--- src/design/simple_sys_pkg.sv ---
/*
  simple system package: reduced TL-UL and device bus structs,
  opcodes, address map and memory sizes
*/
`default_nettype none

package simple_sys_pkg;

  // bus widths
  localparam int addr_w = 32;
  localparam int data_w = 32;
  localparam int mask_w = data_w / 8;
  localparam int src_w  = 4;

  // a-channel opcodes
  localparam logic [2:0] op_put_full    = 3'd0;
  localparam logic [2:0] op_put_partial = 3'd1;
  localparam logic [2:0] op_get         = 3'd4;

  // d-channel opcodes
  localparam logic [2:0] op_ack      = 3'd0;
  localparam logic [2:0] op_ack_data = 3'd1;

  // RAM window, 64 KB
  localparam logic [addr_w-1:0] ram_base  = 32'h0010_0000;
  localparam logic [addr_w-1:0] ram_bytes = 32'h0001_0000;
  localparam int ram_depth = int'(ram_bytes / mask_w);

  // simulator control window, 1 KB
  localparam logic [addr_w-1:0] simctrl_base     = 32'h0002_0000;
  localparam logic [addr_w-1:0] simctrl_bytes    = 32'h0000_0400;
  localparam logic [addr_w-1:0] simctrl_char_off = 32'h0000_0000;
  localparam logic [addr_w-1:0] simctrl_halt_off = 32'h0000_0008;

  // host to device
  typedef struct packed {
    logic              a_valid;
    logic [2:0]        a_opcode;
    logic [addr_w-1:0] a_address;
    logic [mask_w-1:0] a_mask;
    logic [data_w-1:0] a_data;
    logic [src_w-1:0]  a_source;
  } tl_a_t;

  // device to host
  typedef struct packed {
    logic              d_valid;
    logic [2:0]        d_opcode;
    logic [data_w-1:0] d_data;
    logic              d_error;
    logic [src_w-1:0]  d_source;
  } tl_d_t;

  // simple device request, answered one cycle later
  typedef struct packed {
    logic              req;
    logic              we;
    logic [mask_w-1:0] be;
    logic [addr_w-1:0] addr;
    logic [data_w-1:0] wdata;
  } dev_req_t;

  typedef struct packed {
    logic              rvalid;
    logic [data_w-1:0] rdata;
  } dev_rsp_t;

endpackage

`default_nettype wire

--- src/design/tlul_dev_adapter.sv ---
/*
  TL-UL device adapter: turns a-channel beats into single-cycle device
  requests and returns the device answer on the d-channel
*/
`timescale 1ns/1ps
`default_nettype none

module tlul_dev_adapter (
  input  wire                      clk_i,
  input  wire                      arst_n_i,
  input  simple_sys_pkg::tl_a_t    tl_a_i,
  output logic                     a_ready_o,
  output simple_sys_pkg::tl_d_t    tl_d_o,
  input  wire                      d_ready_i,
  output simple_sys_pkg::dev_req_t dev_req_o,
  input  simple_sys_pkg::dev_rsp_t dev_rsp_i
);

  import simple_sys_pkg::*;

  logic             a_fire;
  logic             pend_q;
  logic             pend_get_q;
  logic [src_w-1:0] pend_src_q;
  logic             hold_q;
  tl_d_t            hold_d_q;
  tl_d_t            live_d;

  // a new beat only when the d-channel is free or draining now
  assign a_ready_o = !tl_d_o.d_valid || d_ready_i;
  assign a_fire    = tl_a_i.a_valid && a_ready_o;

  assign dev_req_o.req   = a_fire;
  assign dev_req_o.we    = (tl_a_i.a_opcode != op_get);
  assign dev_req_o.be    = tl_a_i.a_mask;
  assign dev_req_o.addr  = tl_a_i.a_address;
  assign dev_req_o.wdata = tl_a_i.a_data;

  // device answer in the cycle after the request
  assign live_d.d_valid  = pend_q && dev_rsp_i.rvalid;
  assign live_d.d_opcode = pend_get_q ? op_ack_data : op_ack;
  assign live_d.d_data   = pend_get_q ? dev_rsp_i.rdata : '0;
  assign live_d.d_error  = 1'b0;
  assign live_d.d_source = pend_src_q;

  // held copy wins while the host stalls
  assign tl_d_o = hold_q ? hold_d_q : live_d;

  always_ff @(posedge clk_i or negedge arst_n_i) begin
    if (!arst_n_i) begin
      pend_q <= 1'b0;
      hold_q <= 1'b0;
    end else begin
      pend_q <= a_fire;
      if (live_d.d_valid && !d_ready_i) begin
        hold_q <= 1'b1;
      end else if (hold_q && d_ready_i) begin
        hold_q <= 1'b0;
      end
    end
  end

  always_ff @(posedge clk_i) begin
    if (a_fire) begin
      pend_src_q <= tl_a_i.a_source;
      pend_get_q <= (tl_a_i.a_opcode == op_get);
    end
    if (live_d.d_valid && !d_ready_i) begin
      hold_d_q <= live_d;
    end
  end

  d_stable_a: assert property (@(posedge clk_i) disable iff (!arst_n_i)
    tl_d_o.d_valid && !d_ready_i |=> $stable(tl_d_o));

endmodule

`default_nettype wire

--- config.mk ---
export PLATFORM = sky130hd
export DESIGN_NAME = tlul_dev_adapter
export DESIGN_NICKNAME = d
export VERILOG_FILES = /design/src/design/simple_sys_pkg.sv /design/src/design/tlul_dev_adapter.sv
export SDC_FILE = /design/constraint.sdc
export NUM_CORES = 1
export LEC_CHECK = 0
export BUFFER_PORTS_ARGS = -buffer_cell sky130_fd_sc_hd__buf_2
export CORE_AREA = 2 2 86 88
export CTS_BUF_LIST = sky130_fd_sc_hd__clkbuf_4
export DETAILED_ROUTE_END_ITERATION = 12
export DIE_AREA = 0 0 88 90
export HOLD_SLACK_MARGIN = 0.02
export PLACE_DENSITY = 0.85
export SYNTH_ARGS = -nofsm -noshare
export SYNTH_HDL_FRONTEND = slang
export SYNTH_SLANG_ARGS = --single-unit
--- constraint.sdc ---
create_clock -name clk_i -period 2.8 [get_ports clk_i]
set_input_delay 0.28 -clock clk_i [delete_from_list [all_inputs] [get_ports clk_i]]
set_output_delay 0.28 -clock clk_i [all_outputs]
set_load 0.05 [all_outputs]
==> results.sh <==
export IMPL_powerDensity_nw_per_um2=535.9
export IMPL_core_um2=7020
export IMPL_instances_no_fill=323
export IMPL_yosys_area_top_type="edfxtp_1"
export IMPL_numCtsBuffers=5
export IMPL_worstHoldStart="tl_a_i[3]"
export IMPL_post_route_util_pct=38.96
export IMPL_max_cap_violations=0
export IMPL_synth_simple_area_share_pct=11.41
export IMPL_multi_input_area_um2=777.0
export IMPL_drc_errors=0
export IMPL_hpwlAfterDp_mm=4.770
export IMPL_clock_path_buffers=2
export IMPL_place_port_buffers=84
export IMPL_detail_route_antenna_nets=0
export IMPL_clk_pin_slew_ns=0.13
export IMPL_via_count=1459
export IMPL_ctsResizeCount=0
export IMPL_ys_flop_type="edfxtp_1"
export IMPL_p_total_mw=1.466
export IMPL_holdWs_ns=0.1017
export IMPL_setup_viol=0
export IMPL_fmax_ghz=0.4128
export IMPL_wl_per_cell_um=18.70
export IMPL_grt_pass1_vias=1436
export IMPL_synth_top_family_by_area="buffers and inverters"
export IMPL_cts_tree="done"
export IMPL_ys_seq_elements=45
export IMPL_synth_edf_count=43
export IMPL_antenna_found_initial=0
export IMPL_syn_to_final_growth_pct=-0.2738
export IMPL_synth_distinct_cells=18
export IMPL_drt_pass1_iterations=4
export IMPL_hold_violations=0
export IMPL_crit_start="hold_q"
export IMPL_ff2ff_path_depth=1
export IMPL_yosys_warnings=0
export IMPL_synthMuxAreaShare_pct=15.19
export IMPL_avgSynthCellArea_um2=13.19
export IMPL_clkSinkCount=45
export IMPL_leakage_nw=1.170
export IMPL_layout_nets=335
export IMPL_rows=31
export IMPL_initial_utilization_pct=39.07
export IMPL_yosysMostFrequentCell="buf_4"
export IMPL_dieWidth_um=88
export IMPL_die_area_um2=7920
export IMPL_h_tree_depth=2
export IMPL_track_usage_pct=15.04
export IMPL_critPathSlowestCell="dfrtp_2"
export IMPL_irDropWorstVdd_mv=0.1730
export IMPL_regArea_um2=1343
export IMPL_hold_path_cell_count=1
export IMPL_dp_slack_ns=0.6701
export IMPL_finClkSkew_ns=0.004482
export IMPL_grt_overflow=0
export IMPL_wirelength_mm=6.041
export IMPL_synth_top_area_share_pct=47.08
export IMPL_synthAdderAreaFrac_pct=0
export IMPL_outcome="finished, final reports clean"
export IMPL_synth_area_leaders="edfxtp_1 47%, buf_4 20%, mux2_2 15%"
export IMPL_cp_max_fo=43
export IMPL_ys_seq_area_share_pct=48.91
export IMPL_relSlewSlack_pct=29.67
export IMPL_cp_cell_sequence="o311a_1 -> buf_2"
export IMPL_num_fill_cells=701
export IMPL_antenna_cells=0
export IMPL_crit_arrival_ns=2.14
export IMPL_grt_pass1_wl_mm=8.625
export IMPL_fin_ws_ns=0.3773
export IMPL_synth_common_cells="72 x buf_4, 43 x edfxtp_1, 37 x mux2_2"
export IMPL_grt_max_degree=44
export IMPL_dp_cells=314
export IMPL_synth_area_um2=2743
export IMPL_gp_congestion=0.8068
export IMPL_synth_xor_area_share_pct=0
export IMPL_syn_inst=208
export IMPL_cp_end_kind="primary output"
export IMPL_critical_path_class="reg -> out"
export IMPL_io_pins=224
export IMPL_chipHeight_um=90
export IMPL_final_cell_area_um2=2735
export IMPL_min_period_over_period_pct=86.52
export IMPL_final_max_slew_violation_count=0
export IMPL_ys_async_sr_fraction_pct=4.444
export IMPL_viasPerCell=4.517
export IMPL_drt_iter0_drc=36
export IMPL_clkLatencyLatePin_ns=0.34
export IMPL_synth_compound_area_share_pct=1.049
export IMPL_rsz0062_at_grt="false"
export IMPL_startpoint_type="flop"
export IMPL_root_buffer="clkbuf_4"
export IMPL_drive_above_1_share_pct=72.32
export IMPL_hold_path_class="in -> reg"
export IMPL_fin_crit_ns=2.423
export IMPL_placed_area_um2=2675
export IMPL_crit_path_max_incr_delay_ns=0.98
export IMPL_setup_tns_ns=0
export IMPL_regToRegStartpoint="hold_q"
export IMPL_worstMarginPinSlew_ns=1.055
export IMPL_required_ns=2.52
## what timing repair did
item	4_1_cts	5_1_grt
hold buffers	1	0
setup buffers	0	0
hold endpoints to repair	2	0
## routing by layer
layer	GRT usage, %	up-vias	routed length (µm)
met5	0	-	0
met3	12.58	11	1081
met4	5.000	0	90
met1	13.49	692	1847
met2	24.68	96	3021
li1	-	660	-
## state kept, by name, summed over array words and instances (netlist names)
name and cells:
hold_q 1, pend_src_q 4, pend_q 1, hold_d_q 38, pend_get_q 1
## cell usage in the layout (no fill, tap or decap), drive strengths merged
cell,n
inv,1
dlygate4sd3,1
nand2,3
conb,3
a21oi,1
nor2,3
dfrtp,2
o31a,1
nand3b,1
and2,33
clkinv,3
buf,85
o311a,1
edfxtp,43
o21ai,1
clkbuf,5
mux2,37
## area by class of cell
type	instances	share of cell area [%]
clock buffers	5	1.372
clock inverters	3	0.4575
inverters	1	0.1372
multi-input cells	84	28.41
flip-flops and latches	45	49.09
well taps	99	4.529
repair buffers	86	16.01
## critical path, delay by kind of cell, from the launching register on
family,cells,cell delay (ns)
buf+inv,1,0.33
flops,1,0.98
compound gates,1,0.47
## cell families after synthesis
kind of cell,count (synthesis)
flip-flops,45
AND/OR/NAND/NOR,40
AO/OA/AOI/OAI,4
other,1
buffers and inverters,81
multiplexers,37
## path summary, 6_finish.rpt
path / end / slack [ns]
setup / recovery: dev_req_o[69] / 0.38
max in group asynchronous: hold_q / 2.46
setup reg to reg: pend_src_q[3] / 1.03
min in group asynchronous: hold_q / 0.23
hold reg to reg: hold_d_q[2] / 0.47
hold / removal: pend_src_q[3] / 0.10
## where the power goes
part | leakage, nW | total (mW) | internal, mW | switching [mW]
registers | 0.426 | 0.795 | 0.765 | 0.0302
logic | 0.714 | 0.381 | 0.131 | 0.250
clock network | 0.0300 | 0.290 | 0.0912 | 0.199
No activity file was read; power rests on OpenSTA's default activity.
