**src/design/simple_sys_pkg.sv**
```systemverilog
/*
  simple system package: reduced TL-UL and device bus structs,
  opcodes, address map and memory sizes
*/
`default_nettype none

package simple_sys_pkg;

  // bus widths
  localparam int addr_w = 32;
  localparam int data_w = 32;
  localparam int mask_w = data_w / 8;
  localparam int src_w  = 4;

  // a-channel opcodes
  localparam logic [2:0] op_put_full    = 3'd0;
  localparam logic [2:0] op_put_partial = 3'd1;
  localparam logic [2:0] op_get         = 3'd4;

  // d-channel opcodes
  localparam logic [2:0] op_ack      = 3'd0;
  localparam logic [2:0] op_ack_data = 3'd1;

  // RAM window, 64 KB
  localparam logic [addr_w-1:0] ram_base  = 32'h0010_0000;
  localparam logic [addr_w-1:0] ram_bytes = 32'h0001_0000;
  localparam int ram_depth = int'(ram_bytes / mask_w);

  // simulator control window, 1 KB
  localparam logic [addr_w-1:0] simctrl_base     = 32'h0002_0000;
  localparam logic [addr_w-1:0] simctrl_bytes    = 32'h0000_0400;
  localparam logic [addr_w-1:0] simctrl_char_off = 32'h0000_0000;
  localparam logic [addr_w-1:0] simctrl_halt_off = 32'h0000_0008;

  // host to device
  typedef struct packed {
    logic              a_valid;
    logic [2:0]        a_opcode;
    logic [addr_w-1:0] a_address;
    logic [mask_w-1:0] a_mask;
    logic [data_w-1:0] a_data;
    logic [src_w-1:0]  a_source;
  } tl_a_t;

  // device to host
  typedef struct packed {
    logic              d_valid;
    logic [2:0]        d_opcode;
    logic [data_w-1:0] d_data;
    logic              d_error;
    logic [src_w-1:0]  d_source;
  } tl_d_t;

  // simple device request, answered one cycle later
  typedef struct packed {
    logic              req;
    logic              we;
    logic [mask_w-1:0] be;
    logic [addr_w-1:0] addr;
    logic [data_w-1:0] wdata;
  } dev_req_t;

  typedef struct packed {
    logic              rvalid;
    logic [data_w-1:0] rdata;
  } dev_rsp_t;

endpackage

`default_nettype wire

```
**src/design/sim_ctrl.sv**
```systemverilog
/*
  simulator control: character output register and sticky halt flag
*/
`timescale 1ns/1ps
`default_nettype none

module sim_ctrl (
  input  wire                      clk_i,
  input  wire                      arst_n_i,
  input  simple_sys_pkg::dev_req_t req_i,
  output simple_sys_pkg::dev_rsp_t rsp_o,
  output logic                     char_valid_o,
  output logic [7:0]               char_o,
  output logic                     halt_o
);

  import simple_sys_pkg::*;

  logic [addr_w-1:0] off;
  logic              char_sel;
  logic              halt_sel;
  logic              char_valid_q;
  logic [7:0]        char_q;
  logic              halt_q;
  logic              rvalid_q;
  logic [data_w-1:0] rdata_q;

  // offset within the 1 KB window
  assign off      = req_i.addr & (simctrl_bytes - 32'd1);
  assign char_sel = (off == simctrl_char_off);
  assign halt_sel = (off == simctrl_halt_off);

  always_ff @(posedge clk_i or negedge arst_n_i) begin
    if (!arst_n_i) begin
      char_valid_q <= 1'b0;
      char_q       <= '0;
      halt_q       <= 1'b0;
      rvalid_q     <= 1'b0;
    end else begin
      rvalid_q     <= req_i.req;
      char_valid_q <= req_i.req && req_i.we && char_sel;
      if (req_i.req && req_i.we && char_sel) begin
        char_q <= req_i.wdata[7:0];
      end
      // halt only clears on reset
      if (req_i.req && req_i.we && halt_sel && req_i.wdata[0]) begin
        halt_q <= 1'b1;
      end
    end
  end

  always_ff @(posedge clk_i) begin
    if (req_i.req) begin
      if (char_sel) begin
        rdata_q <= {{(data_w-8){1'b0}}, char_q};
      end else if (halt_sel) begin
        rdata_q <= {{(data_w-1){1'b0}}, halt_q};
      end else begin
        rdata_q <= '0;
      end
    end
  end

  assign rsp_o.rvalid = rvalid_q;
  assign rsp_o.rdata  = rdata_q;
  assign char_valid_o = char_valid_q;
  assign char_o       = char_q;
  assign halt_o       = halt_q;

endmodule

`default_nettype wire

```
**config.mk**
```make
export PLATFORM = sky130hd
export DESIGN_NAME = sim_ctrl
export DESIGN_NICKNAME = d
export VERILOG_FILES = /design/src/design/simple_sys_pkg.sv /design/src/design/sim_ctrl.sv
export SDC_FILE = /design/constraint.sdc
export NUM_CORES = 1
export LEC_CHECK = 0
export BUFFER_PORTS_ARGS = -buffer_cell sky130_fd_sc_hd__buf_2
export CAP_MARGIN = 20
export CORE_MARGIN = 5
export CORE_UTILIZATION = 32
export CTS_BUF_LIST = sky130_fd_sc_hd__clkbuf_16
export DETAILED_ROUTE_END_ITERATION = 8
export PLACE_DENSITY = 0.8
export SYNTH_ARGS = -nofsm -noshare
export SYNTH_HDL_FRONTEND = slang
export SYNTH_SLANG_ARGS = --single-unit
```
**constraint.sdc**
```tcl
create_clock -name clk_i -period 1.1 [get_ports clk_i]
set_input_delay 0.055 -clock clk_i [delete_from_list [all_inputs] [get_ports clk_i]]
set_output_delay 0.055 -clock clk_i [all_outputs]
set_load 0.01 [all_outputs]
```
==> results.txt <==
- Result of the run: finished with violations
- The checks that failed: negative setup slack.
- Total vias in the final route: 689
- Met1 wire length: 772 microns
- CP arrival: 1.52 ns
- The critical path is of the input port to register type.
* CTS sink cnt: 19
* Maximum fanout along the worst path: 9
* Share of Yosys cell area claimed by the top area cell type: 29.7%
- Entering global routing, the biggest net connects 12 pins.
- The longest clock path from root to sink contains 2 buffers.
- Number of antenna violations at the first check in global routing: 0
* H-Tree Depth: 1
- After detailed routing, the total wire length is 2.28 mm.
- GPL Wtd Cong: 0.811
- Based on the critical path, the design can be clocked at up to 718 MHz.
- Max-cap violations in this run came to 0.
- The tree is rooted in a sky130_fd_sc_hd__clkbuf_16.
- Most used cell along the critical path: sky130_fd_sc_hd__buf_6
* Skew-Pair Late Insertion Delay: 0.25 ns
- Shortest period the worst path allows: 1.39 ns
* Library cell with the highest instance count after synthesis: sky130_fd_sc_hd__buf_4
- The floorplan has 19 rows.
- The number of global-route vias before repair was 649.
- Summed over all nets, the half-perimeter wirelength after detailed placement is 1.58 mm.
- The min-delay analysis places its worst path in the category input port to register.
* Crit end category: register
* Count of mapped cells out of synthesis: 70
* Critical Path Source: req_i[41]
* Peak per-stage delay on the critical path: 0.56 ns
- TritonCTS built the clock tree.
* Final hold vios: 0
- CP bufs+invs: 2
- Dominant cell type by area after synthesis: sky130_fd_sc_hd__dfrtp_1
* Starting utilization of the core area: 33.6%
* Leading post-synthesis cells by instance count: sky130_fd_sc_hd__buf_4, sky130_fd_sc_hd__dfrtp_1, sky130_fd_sc_hd__edfxtp_1, sky130_fd_sc_hd__mux2_2, sky130_fd_sc_hd__and2_1
* Die X: 63.8 microns
- Final-stage net count: 195
- Measured along the y axis, the die boundary spans 63.8 microns.
* Max layer used: met4
- At the worst endpoint, the required time is 1.23 ns.
- In this run, distinct cell masters in the synthesized netlist total 14.
- After layout, the worst setup slack is -0.293 ns.
- The count of buffers added on input and output ports is 40.
* Register-to-register path setup slack: 0.09 ns
* Netlist area before placement: 926 sq um
- Setup violations remaining at the end of the flow were counted as 17.
- The cell family contributing the most delay on the critical path is simple AND/OR/NAND/NOR gates.
* Cell-by-cell trace of the critical path: buf_6 -> or4_4 -> nor4_4 -> buf_6 -> mux2_2
* Filler cells: 234
- For this run, asynchronously set or reset flops after synthesis account for 57.9%.
* Total global routing overflow: 0
- Summing the sequential cell areas from Yosys gives 55.7% of the chip area.
* Metal2 WL: 1.15 mm
- The worst-case IR drop observed on VDD is 1.33 mV.
- Wire length of the first global-routing pass: 3.22 mm
* Worst Min Path Start: req_i[6]
* Unrepaired setup endpoints after global routing: true
* Count of boundary I/O pins: 115
- Of the available clock period, the critical path in the final layout requires 127%.
* Top post-synthesis cells by area: sky130_fd_sc_hd__dfrtp_1, sky130_fd_sc_hd__edfxtp_1, sky130_fd_sc_hd__buf_4, sky130_fd_sc_hd__mux2_2, sky130_fd_sc_hd__and2_1
- The detail route stage leaves a number of antenna-violating nets equal to 0.
- DRC violations left: 0
- Detailed routing placed a total of 293 microns of wire on met3.
* TritonCTS buffer count: 3
- Max Clock Skew: 0.000568 ns
- Fin. max-slew vios: 0
* Number of DRC violations after detailed-routing iteration 0: 28
* Critical Path Start Type: input port
* Clock transition time at the flip-flop clock pins of the worst setup and hold paths: 0.05 ns
- Core occupancy in the finished layout: 47.8%
* Routed wire per std cell: 14.9 microns
- Of the cells placed in the final design, the portion with a size suffix greater than 1 is 59.0%.
- Yosys mapped a number of flops with a built-in enable equal to 8.
- The slowest stage of the critical path is the sky130_fd_sc_hd__or4_4 cell.
- The analysis attributes to cell leakage a power of 0.689 nW.
* Pwr per Cell Area: 1260 mW/mm^2
- Across every metal layer, demand over resource in global routing totals 10.3%.
- During synthesis, Yosys emitted a total of 0 warnings.
- For this run, the detailed router's first-pass iteration total came to 4.
- Startpoint of the lowest-slack register-to-register path: halt_o$_DFFE_PN0P_
* Setup Total Neg Slack: -3.63 ns
- Die area: 0.00407 sq mm
- The synthesized design contains 19 register bits.
* Layout area overhead: 42.3%
- Area of the core: 0.00276 sq mm
* Vias/cell: 4.50
* Synthesized area per cell: 13.2 sq um
- Diodes inserted: 0
- For this run, the leading register cell type out of synthesis is sky130_fd_sc_hd__dfrtp_1.
-- layer usage --
layer	vias up	track usage [%]
met5	-	0
met4	0	7.27
met3	6	4.20
met2	54	16.6
met1	329	10.8
li1	300	-
-- path summary, 6_finish.rpt --
kind / depth (start not counted) / end
hold reg to reg: 1 / char_o[6]$_DFFE_PN0P_
max in group asynchronous: 2 / char_o[3]$_DFFE_PN0P_
hold / removal: 2 / char_o[6]$_DFFE_PN0P_
setup / recovery: 5 / char_o[2]$_DFFE_PN0P_
min in group asynchronous: 2 / rvalid_q$_DFF_PN0_
setup reg to reg: 2 / rdata_q[0]$_DFFE_PP_
-- placed cells by master (no fill, tap or decap) --
master,count
sky130_fd_sc_hd__and2_1,2
sky130_fd_sc_hd__and2_4,5
sky130_fd_sc_hd__buf_2,38
sky130_fd_sc_hd__buf_4,5
sky130_fd_sc_hd__buf_6,6
sky130_fd_sc_hd__clkbuf_16,3
sky130_fd_sc_hd__clkinv_2,1
sky130_fd_sc_hd__conb_1,24
sky130_fd_sc_hd__dfrtp_1,11
sky130_fd_sc_hd__dlygate4sd3_1,1
sky130_fd_sc_hd__edfxtp_1,8
sky130_fd_sc_hd__inv_1,1
sky130_fd_sc_hd__mux2_2,8
sky130_fd_sc_hd__mux2i_1,1
sky130_fd_sc_hd__nand3b_1,1
sky130_fd_sc_hd__nand4_1,1
sky130_fd_sc_hd__nor4_4,3
sky130_fd_sc_hd__o41ai_4,1
sky130_fd_sc_hd__or4_4,2
-- cell type report --
type                            count  area [sq um]  share of cell area [%]
Sequential cell                    19           515                    39.1
Multi-Input combinational cell     48           374                    28.4
Timing Repair Buffer               50           305                    23.2
Clock buffer                        3          75.1                    5.70
Tap cell                           31          38.8                    2.94
Clock inverter                      1          5.00                   0.380
Inverter                            1          3.75                   0.285
-- report_power, final --
group	total (mW)	switching [mW]	internal, mW	leakage, nW
clock	0.734	0.247	0.486	0.0409
combinational	0.169	0.105	0.0640	0.419
sequential	0.758	0.00435	0.753	0.229
total	1.66	0.356	1.30	0.689
-- cell families after synthesis --
| logic type | after synthesis | synth area share [%] |
|---|---|---|
| mux | 9 | 10.8 |
| flops | 19 | 55.7 |
| other cells | 1 | 0.405 |
| buf+inv | 26 | 20.7 |
| compound gates | 1 | 0.946 |
| simple gates | 14 | 11.5 |
-- registers in the layout (all words and copies together), names as in the netlist --
name / cells
char_o: 8
rdata_q: 8
char_valid_o: 1
halt_o: 1
rvalid_q: 1
-- repair_timing --
action / in CTS / in global routing
setup endpoints to repair: 15 / 16
hold buffers: 1 / 0
hold endpoints to repair: 11 / 0
setup buffers: 1 / 1
gates resized for setup: 8 / 9
pin swaps: 5 / 5
-- per-stage QoR --
stage	total power [mW]	std cells	hold slack, ns	area (sq um)	setup slack, ns
final	1.66	153	0.0348	1320	-0.293
after global routing	1.72	153	0.0395	1320	-0.338
after CTS	1.65	152	0.0341	1270	-0.305
after detailed placement	0.910	146	-0.0712	1120	-0.590
after global placement	0.906	146	-0.0715	1120	-0.532
after floorplan	0.894	93	-0.241	1020	-0.514
Power figures use the tool's default switching activity.
