<file path="src/design/simple_sys_pkg.sv">
/*
  simple system package: reduced TL-UL and device bus structs,
  opcodes, address map and memory sizes
*/
`default_nettype none

package simple_sys_pkg;

  // bus widths
  localparam int addr_w = 32;
  localparam int data_w = 32;
  localparam int mask_w = data_w / 8;
  localparam int src_w  = 4;

  // a-channel opcodes
  localparam logic [2:0] op_put_full    = 3'd0;
  localparam logic [2:0] op_put_partial = 3'd1;
  localparam logic [2:0] op_get         = 3'd4;

  // d-channel opcodes
  localparam logic [2:0] op_ack      = 3'd0;
  localparam logic [2:0] op_ack_data = 3'd1;

  // RAM window, 64 KB
  localparam logic [addr_w-1:0] ram_base  = 32'h0010_0000;
  localparam logic [addr_w-1:0] ram_bytes = 32'h0001_0000;
  localparam int ram_depth = int'(ram_bytes / mask_w);

  // simulator control window, 1 KB
  localparam logic [addr_w-1:0] simctrl_base     = 32'h0002_0000;
  localparam logic [addr_w-1:0] simctrl_bytes    = 32'h0000_0400;
  localparam logic [addr_w-1:0] simctrl_char_off = 32'h0000_0000;
  localparam logic [addr_w-1:0] simctrl_halt_off = 32'h0000_0008;

  // host to device
  typedef struct packed {
    logic              a_valid;
    logic [2:0]        a_opcode;
    logic [addr_w-1:0] a_address;
    logic [mask_w-1:0] a_mask;
    logic [data_w-1:0] a_data;
    logic [src_w-1:0]  a_source;
  } tl_a_t;

  // device to host
  typedef struct packed {
    logic              d_valid;
    logic [2:0]        d_opcode;
    logic [data_w-1:0] d_data;
    logic              d_error;
    logic [src_w-1:0]  d_source;
  } tl_d_t;

  // simple device request, answered one cycle later
  typedef struct packed {
    logic              req;
    logic              we;
    logic [mask_w-1:0] be;
    logic [addr_w-1:0] addr;
    logic [data_w-1:0] wdata;
  } dev_req_t;

  typedef struct packed {
    logic              rvalid;
    logic [data_w-1:0] rdata;
  } dev_rsp_t;

endpackage

`default_nettype wire

</file>
<file path="src/design/xbar_main.sv">
/*
  main crossbar: routes the data host port to RAM or simulator control
  and answers unmapped addresses with an error response
*/
`timescale 1ns/1ps
`default_nettype none

module xbar_main (
  input  wire                   clk_i,
  input  wire                   arst_n_i,
  input  simple_sys_pkg::tl_a_t host_a_i,
  output logic                  host_a_ready_o,
  output simple_sys_pkg::tl_d_t host_d_o,
  input  wire                   host_d_ready_i,
  output simple_sys_pkg::tl_a_t ram_a_o,
  input  wire                   ram_a_ready_i,
  input  simple_sys_pkg::tl_d_t ram_d_i,
  output logic                  ram_d_ready_o,
  output simple_sys_pkg::tl_a_t simctrl_a_o,
  input  wire                   simctrl_a_ready_i,
  input  simple_sys_pkg::tl_d_t simctrl_d_i,
  output logic                  simctrl_d_ready_o
);

  import simple_sys_pkg::*;

  logic             sel_ram;
  logic             sel_sim;
  logic             host_d_free;
  logic             host_fire;
  // bit 0 RAM, bit 1 simctrl, zero for unmapped
  logic [1:0]       tgt_q;
  logic             err_valid_q;
  logic             err_get_q;
  logic [src_w-1:0] err_src_q;
  tl_d_t            err_d;

  assign sel_ram = (host_a_i.a_address & ~(ram_bytes - 32'd1)) == ram_base;
  assign sel_sim = (host_a_i.a_address & ~(simctrl_bytes - 32'd1)) == simctrl_base;

  // one response outstanding per port
  assign host_d_free = !host_d_o.d_valid || host_d_ready_i;

  always_comb begin
    ram_a_o             = host_a_i;
    ram_a_o.a_valid     = host_a_i.a_valid && sel_ram && host_d_free;
    simctrl_a_o         = host_a_i;
    simctrl_a_o.a_valid = host_a_i.a_valid && sel_sim && host_d_free;

    if (sel_ram) begin
      host_a_ready_o = host_d_free && ram_a_ready_i;
    end else if (sel_sim) begin
      host_a_ready_o = host_d_free && simctrl_a_ready_i;
    end else begin
      host_a_ready_o = host_d_free;
    end
  end

  assign host_fire = host_a_i.a_valid && host_a_ready_o;

  // locally generated error answer
  assign err_d.d_valid  = err_valid_q;
  assign err_d.d_opcode = err_get_q ? op_ack_data : op_ack;
  assign err_d.d_data   = '0;
  assign err_d.d_error  = 1'b1;
  assign err_d.d_source = err_src_q;

  // d-channel follows the target of the last beat
  always_comb begin
    case (tgt_q)
      2'b01:   host_d_o = ram_d_i;
      2'b10:   host_d_o = simctrl_d_i;
      default: host_d_o = err_d;
    endcase
  end

  assign ram_d_ready_o     = host_d_ready_i && (tgt_q == 2'b01);
  assign simctrl_d_ready_o = host_d_ready_i && (tgt_q == 2'b10);

  always_ff @(posedge clk_i or negedge arst_n_i) begin
    if (!arst_n_i) begin
      tgt_q       <= 2'b00;
      err_valid_q <= 1'b0;
    end else begin
      if (host_fire) begin
        tgt_q <= {sel_sim, sel_ram};
      end
      if (host_fire && !sel_ram && !sel_sim) begin
        err_valid_q <= 1'b1;
      end else if (host_d_ready_i) begin
        err_valid_q <= 1'b0;
      end
    end
  end

  always_ff @(posedge clk_i) begin
    if (host_fire) begin
      err_src_q <= host_a_i.a_source;
      err_get_q <= (host_a_i.a_opcode == op_get);
    end
  end

  one_target_a: assert property (@(posedge clk_i) disable iff (!arst_n_i)
    !(ram_a_o.a_valid && simctrl_a_o.a_valid));

endmodule

`default_nettype wire

</file>
<file path="config.mk">
export PLATFORM = sky130hd
export DESIGN_NAME = xbar_main
export DESIGN_NICKNAME = d
export VERILOG_FILES = /design/src/design/simple_sys_pkg.sv /design/src/design/xbar_main.sv
export SDC_FILE = /design/constraint.sdc
export NUM_CORES = 1
export LEC_CHECK = 0
export BUFFER_PORTS_ARGS = -buffer_cell sky130_fd_sc_hd__buf_2
export CAP_MARGIN = 20
export CORE_AREA = 2 2 141 143
export CTS_BUF_LIST = sky130_fd_sc_hd__clkbuf_4 sky130_fd_sc_hd__clkbuf_8
export DETAILED_ROUTE_END_ITERATION = 16
export DIE_AREA = 0 0 143 145
export GPL_ROUTABILITY_DRIVEN = 0
export SLEW_MARGIN = 5
export SYNTH_ARGS = -nofsm -noshare
export SYNTH_HDL_FRONTEND = slang
export SYNTH_SLANG_ARGS = --single-unit
export TNS_END_PERCENT = 1
</file>
<file path="constraint.sdc">
create_clock -name clk_i -period 4.5 [get_ports clk_i]
set_input_delay 0.9 -clock clk_i [delete_from_list [all_inputs] [get_ports clk_i]]
set_output_delay 0.9 -clock clk_i [all_outputs]
set_load 0.02 [all_outputs]
</file>
==> metrics.csv, run 1 <==
metric,value,unit
peak supply drop,0.256,mV
Total Routing Usage GR,0.0809,
Clock Tree Buf Depth,2,
Synth-to-Final Area Change,14.9,%
largest fanout on the critical path,3,
Clock Latency Late Sink,0.23,ns
Post-DP Area,0.00248,sq mm
Detailed Route Iter0 Violations,70,
fmax,323,MHz
"Setup Fix Bufs, Post-CTS",0,
CTS Root Cell,clkbuf_8,
Startpoint Class,input pin,
Hold Buf Count CTS,0,
library cells used by synthesis,30,
arrival time worst endpoint,2.20,ns
WS Path Type,in -> out,
final worst slack,1.40,ns
Final Total Pwr,1.01,mW
DR pass1 iterations,4,
Routed WL per cell,14.8,um
setup TNS,0,ns
htree depth,1,
antenna violations before repair,0,
pin count of the biggest net entering global routing,26,
Fin. Hold Viols,0,
final core utilization,0.132,
Mean Syn Cell Area,7.44,sq um
power per cell area,399,mW/mm^2
max-slew violation count,0,
# setup viols final,0,
vias,2129,
"commonest non-fill, non-tap cell in the layout",buf_2,
"Clk pin slew, worst setup/hold paths",0.04,ns
worst reg2reg path depth,6,
CTS Buf Count,3,
core area,0.0192,sq mm
I/O Pins,359,
worst path required time,3.60,ns
Worst Tran Pin Value,0.667,ns
HPWL after detailed placement,7850,um
Gate Count Post-Synth,296,
Post-layout nets,524,
placed insts,619,
die width,143,um
P_leak,1.28,nW
layout cells sized above 1,0.656,
CTS tree,done,
GR Overflow Total,0,
Port-buffer cells,220,
Initial Util,0.115,
final worst path period share,0.689,
post-layout min period,3.10,ns
Post-Route WL,9210,um
critical path endpoint category,output port,
post-synthesis cell area,0.00220,sq mm
Residual DRC,0,
Std-Cell Rows,51,
cts repair resizes,0,
height of the chip,145,um
RSZ-0062 raised after global routing,false,
Tightest Hold Check Type,in -> async,
post-route ant nets,0,
Layout Skew,0.00261,ns
Yosys reg bits,8,
total clock sinks,8,
post-route insts no fill,624,
status,"complete, no violations",
Slew headroom,0.556,
Max Cap Viol,0,
Die Area,0.0207,sq mm
number of global-route vias before repair,2029,
"leading cell types in the layout, fill and taps excluded","buf_2 (220), nor2_1 (39), a22oi_1 (39)",
register area share after synthesis,0.102,
first-pass GRT wire length,12700,um
Synth Warn #,0,
Final Cell Area,0.00253,sq mm
drt via density,3.41,
dpl ws,1.31,ns
WHS,0.460,ns
Syn Nets,461,
cell families after synthesis:
kind of cell	synth area share
flip-flops	0.102
AO/OA/AOI/OAI	0.185
adder cells (fa/ha/maj)	0.0114
AND/OR/NAND/NOR	0.160
buffers and inverters	0.542
state kept, by name, summed over array words and instances, names as in the netlist:
name and flops:
err_src_q 4, tgt_q 2, err_get_q 1, err_valid_q 1
power by group:
group	switching (mW)	internal (mW)	total [mW]
logic	0.543	0.264	0.807
clock network	0.0308	0.0677	0.0985
registers	0.00675	0.0968	0.104
worst max-delay path, stage by stage:
cell and delay, ns:
buf_2 0.11, nor4b_1 0.59, nand3b_1 0.22, o22ai_1 0.15, nor2b_1 0.06, buf_2 0.15
synth_stat cells (all sizes together):
cell type / instances / area, sq um
buf: 151 / 1130
a22oi: 39 / 293
nor2: 39 / 146
clkbuf: 14 / 52.6
nand2: 7 / 26.3
o21ai: 7 / 35.0
edfxtp: 5 / 150
nor4: 4 / 70.1
dfrtp: 3 / 75.1
inv: 3 / 11.3
a2bb2oi: 2 / 17.5
and2: 2 / 12.5
ha: 2 / 25.0
nand4: 2 / 27.5
nor2b: 2 / 12.5
nor3b: 2 / 20.0
nor4b: 2 / 17.5
o211ai: 2 / 15.0
o22ai: 2 / 12.5
a221o: 1 / 10.0
a221oi: 1 / 15.0
nand3b: 1 / 7.51
nor3: 1 / 5.00
o31a: 1 / 8.76
or3: 1 / 6.26
metal layers:
| layer | wire length, um | part of all wire | global-route usage | up-vias |
|---|---|---|---|---|
| li1 | - | - | - | 978 |
| met3 | 819 | 0.089 | 0.0152 | 70 |
| met2 | 4040 | 0.44 | 0.128 | 147 |
| met1 | 3770 | 0.41 | 0.100 | 934 |
| met4 | 577 | 0.063 | 0.0495 | 0 |
| met5 | 0 | 0 | 0 | - |
worst paths after layout:
| kind | start | endpoint | slack, ns |
|---|---|---|---|
| setup / recovery | host_a_i[52] | host_a_ready_o | 1.40 |
| hold / removal | arst_n_i | err_valid_q | 0.46 |
| setup reg to reg | tgt_q[0] | err_src_q[0] | 2.06 |
| hold reg to reg | err_valid_q | err_valid_q | 0.55 |
| max in group asynchronous | arst_n_i | tgt_q[0] | 3.93 |
| min in group clk_i | err_valid_q | err_valid_q | 0.55 |
area by class of cell:
cell class / count / area (sq um)
Inverter: 3 / 11.3
Timing Repair Buffer: 223 / 1120
Fill cell: 2234 / 16700
Sequential cell: 8 / 225
Tap cell: 265 / 332
Clock buffer: 4 / 48.8
Antenna cell: 1 / 2.50
Multi-Input combinational cell: 120 / 788
Note: power is estimated with default switching activity, not from simulation.
==> run 2: changes to the inputs <==
ABC_AREA = 1   (was not set)
CORE_AREA = 2 2 139 141   (was 2 2 141 143)
DIE_AREA = 0 0 141 143   (was 0 0 143 145)
clock period = 2.5 ns   (was 4.5 ns; I/O delays follow)
==> metrics.csv, run 2 <==
metric,value,unit
crit-path most repeated cell,nand2_2,
arrival time worst endpoint,1.69,ns
Crit. Startpoint,tgt_q[0],
post-synthesis cell area,0.00231,sq mm
Slew headroom,0.782,
library cells used by synthesis,27,
Fin. Hold Viols,0,
Startpoint Class,flip-flop,
Layout Skew,0.00458,ns
clock share of power,0.284,
Largest regs,"err_src_q (4), tgt_q (2)",
antenna violations before repair,0,
Clock Tree Buf Depth,2,
total clock sinks,8,
NetSw,206,uW
die width,141,um
CTS tree,done,
fmax,456,MHz
critical path endpoint category,output port,
peak supply drop,0.153,mV
P_leak,1.31,nW
Die Area,0.0202,sq mm
Routed WL per cell,12.7,um
max FFs per register,4,
final worst path period share,0.878,
worst path required time,2.00,ns
Synth Warn #,0,
max-slew violation count,0,
ys flop type,edfxtp_1,
Reg2Reg Launch Point,tgt_q[0],
Ant. Diodes,0,
Comb pwr share,0.458,
worst reg2reg path depth,11,
Initial Util,0.124,
Port-buffer cells,220,
Post-Route WL,8400,um
Tightest Hold Check Type,in -> async,
Worst Tran Pin Value,0.324,ns
Pint,384,uW
Post-layout nets,592,
# setup viols final,0,
CTS Root Cell,clkbuf_8,
Final Total Pwr,590,uW
Post-synth EDFFs,5,
"Clk pin slew, worst setup/hold paths",0.04,ns
CTS Buf Count,3,
largest fanout on the critical path,7,
Std-Cell Rows,50,
most numerous cell in the Yosys netlist,buf_4,
CP max stage cell,dfrtp_1,
height of the chip,143,um
Residual DRC,0,
final core utilization,0.141,
largest stage delay on the critical path,0.39,ns
Detailed Route Iter0 Violations,45,
Max Cap Viol,0,
reg2reg setup slack,0.66,ns
placed insts,656,
Synth top area share,0.487,
number of global-route vias before repair,2018,
WS Path Type,reg -> out,
power per cell area,226,mW/mm^2
HPWL after detailed placement,7210,um
post-route ant nets,0,
RSZ-0062 raised after global routing,false,
Yosys reg bits,8,
Sw Ratio,0.349,
Top reg by flops,err_src_q,
Seq pwr share,0.258,
cts repair resizes,0,
post-route insts no fill,660,
first-pass GRT wire length,11200,um
top post-synthesis cells by count,"buf_4 (150), nand2_1 (89), a21oi_1 (44)",
worst path cell trace,inv_1 > ha_2 > inv_6 > nand3_2 > o21ai_2 > inv_2 > nand2_2 > nand2_2 > nor2_4 > buf_2,
drt via density,3.47,
htree depth,1,
final worst slack,0.305,ns
pin count of the biggest net entering global routing,41,
Buf/Inv on CP,4,
RR Endpoint,err_src_q[0],
"leading cell types in the layout, fill and taps excluded","buf_2 (220), nand2_1 (89), a21oi_1 (44)",
GR Overflow Total,0,
I/O Pins,359,
"Setup Fix Bufs, Post-CTS",0,
Synth-to-Final Area Change,13.2,%
status,"complete, no violations",
Syn Nets,527,
Hold Buf Count CTS,0,
register area share after synthesis,0.0975,
Total Routing Usage GR,0.0718,
dpl ws,0.432,ns
post-layout min period,2.19,ns
Mean Syn Cell Area,6.38,sq um
DR pass1 iterations,4,
vias,2293,
core area,0.0186,sq mm
Clock Latency Late Sink,0.22,ns
"top cells by area, synth","buf_4 (49%), nand2_1 (14%), a21oi_1 (9.5%), edfxtp_1 (6.5%), dfrtp_1 (3.2%)",
Synth area leader,buf_4,
layout cells sized above 1,0.577,
"FFs w/ async S/R, synth",0.375,
Gate Count Post-Synth,362,
setup TNS,0,ns
CP top delay family,buffers and inverters,
"commonest non-fill, non-tap cell in the layout",buf_2,
[run 2: power groups by stage]
stage | registers, mW | logic [mW] | clock network [mW]
global route | 0.153 | 0.292 | 0.182
CTS | 0.152 | 0.274 | 0.174
global placement | 0.154 | 0.273 | 0
floorplan | 0.153 | 0.392 | 0
finish | 0.152 | 0.270 | 0.168
detailed placement | 0.154 | 0.273 | 0
[run 2: worst max-delay path by stage]
stage	to	slack, ns	cells past startpoint
4_1_cts	host_d_o[0]	0.26	6
3_3_place_gp	host_a_ready_o	0.45	8
3_5_place_dp	host_a_ready_o	0.43	8
2_1_floorplan	ram_a_o[75]	0.51	10
6_report	host_a_ready_o	0.31	10
5_1_grt	host_d_o[0]	0.14	6
[run 2: layout make-up]
class                   instances  area (sq um)
well taps                     234           293
repair buffers                225          1150
flip-flops and latches          8           225
multi-input cells             177           848
clock buffers                   4          48.8
fillers                      2140         16000
inverters                      12          50.0
[run 2: metal layers]
metal	vias up	wire length (um)	global-route usage	part of all wire
met5	-	0	0	0
met4	0	503	0.0463	0.060
met3	53	963	0.0235	0.11
met2	166	3780	0.117	0.45
met1	965	3150	0.0809	0.37
li1	1109	-	-	-
[run 2: cell families (layout without fill, tap and decap cells)]
kind of cell	after synthesis	count (layout)	synth area share
DFF	8	8	0.0975
and+or+nand+nor	129	129	0.251
adders and majority gates	2	2	0.0108
buffers and inverters	177	241	0.538
AOI/OAI and AO/OA	46	46	0.103
[run 2: stage by stage]
step                instance area (sq um)  hold slack, ns
global placement                     2570           0.300
CTS                                  2620          0.0647
global route                         2620          0.0619
floorplan                            2310           0.204
detailed placement                   2570           0.300
finish                               2620          0.0670
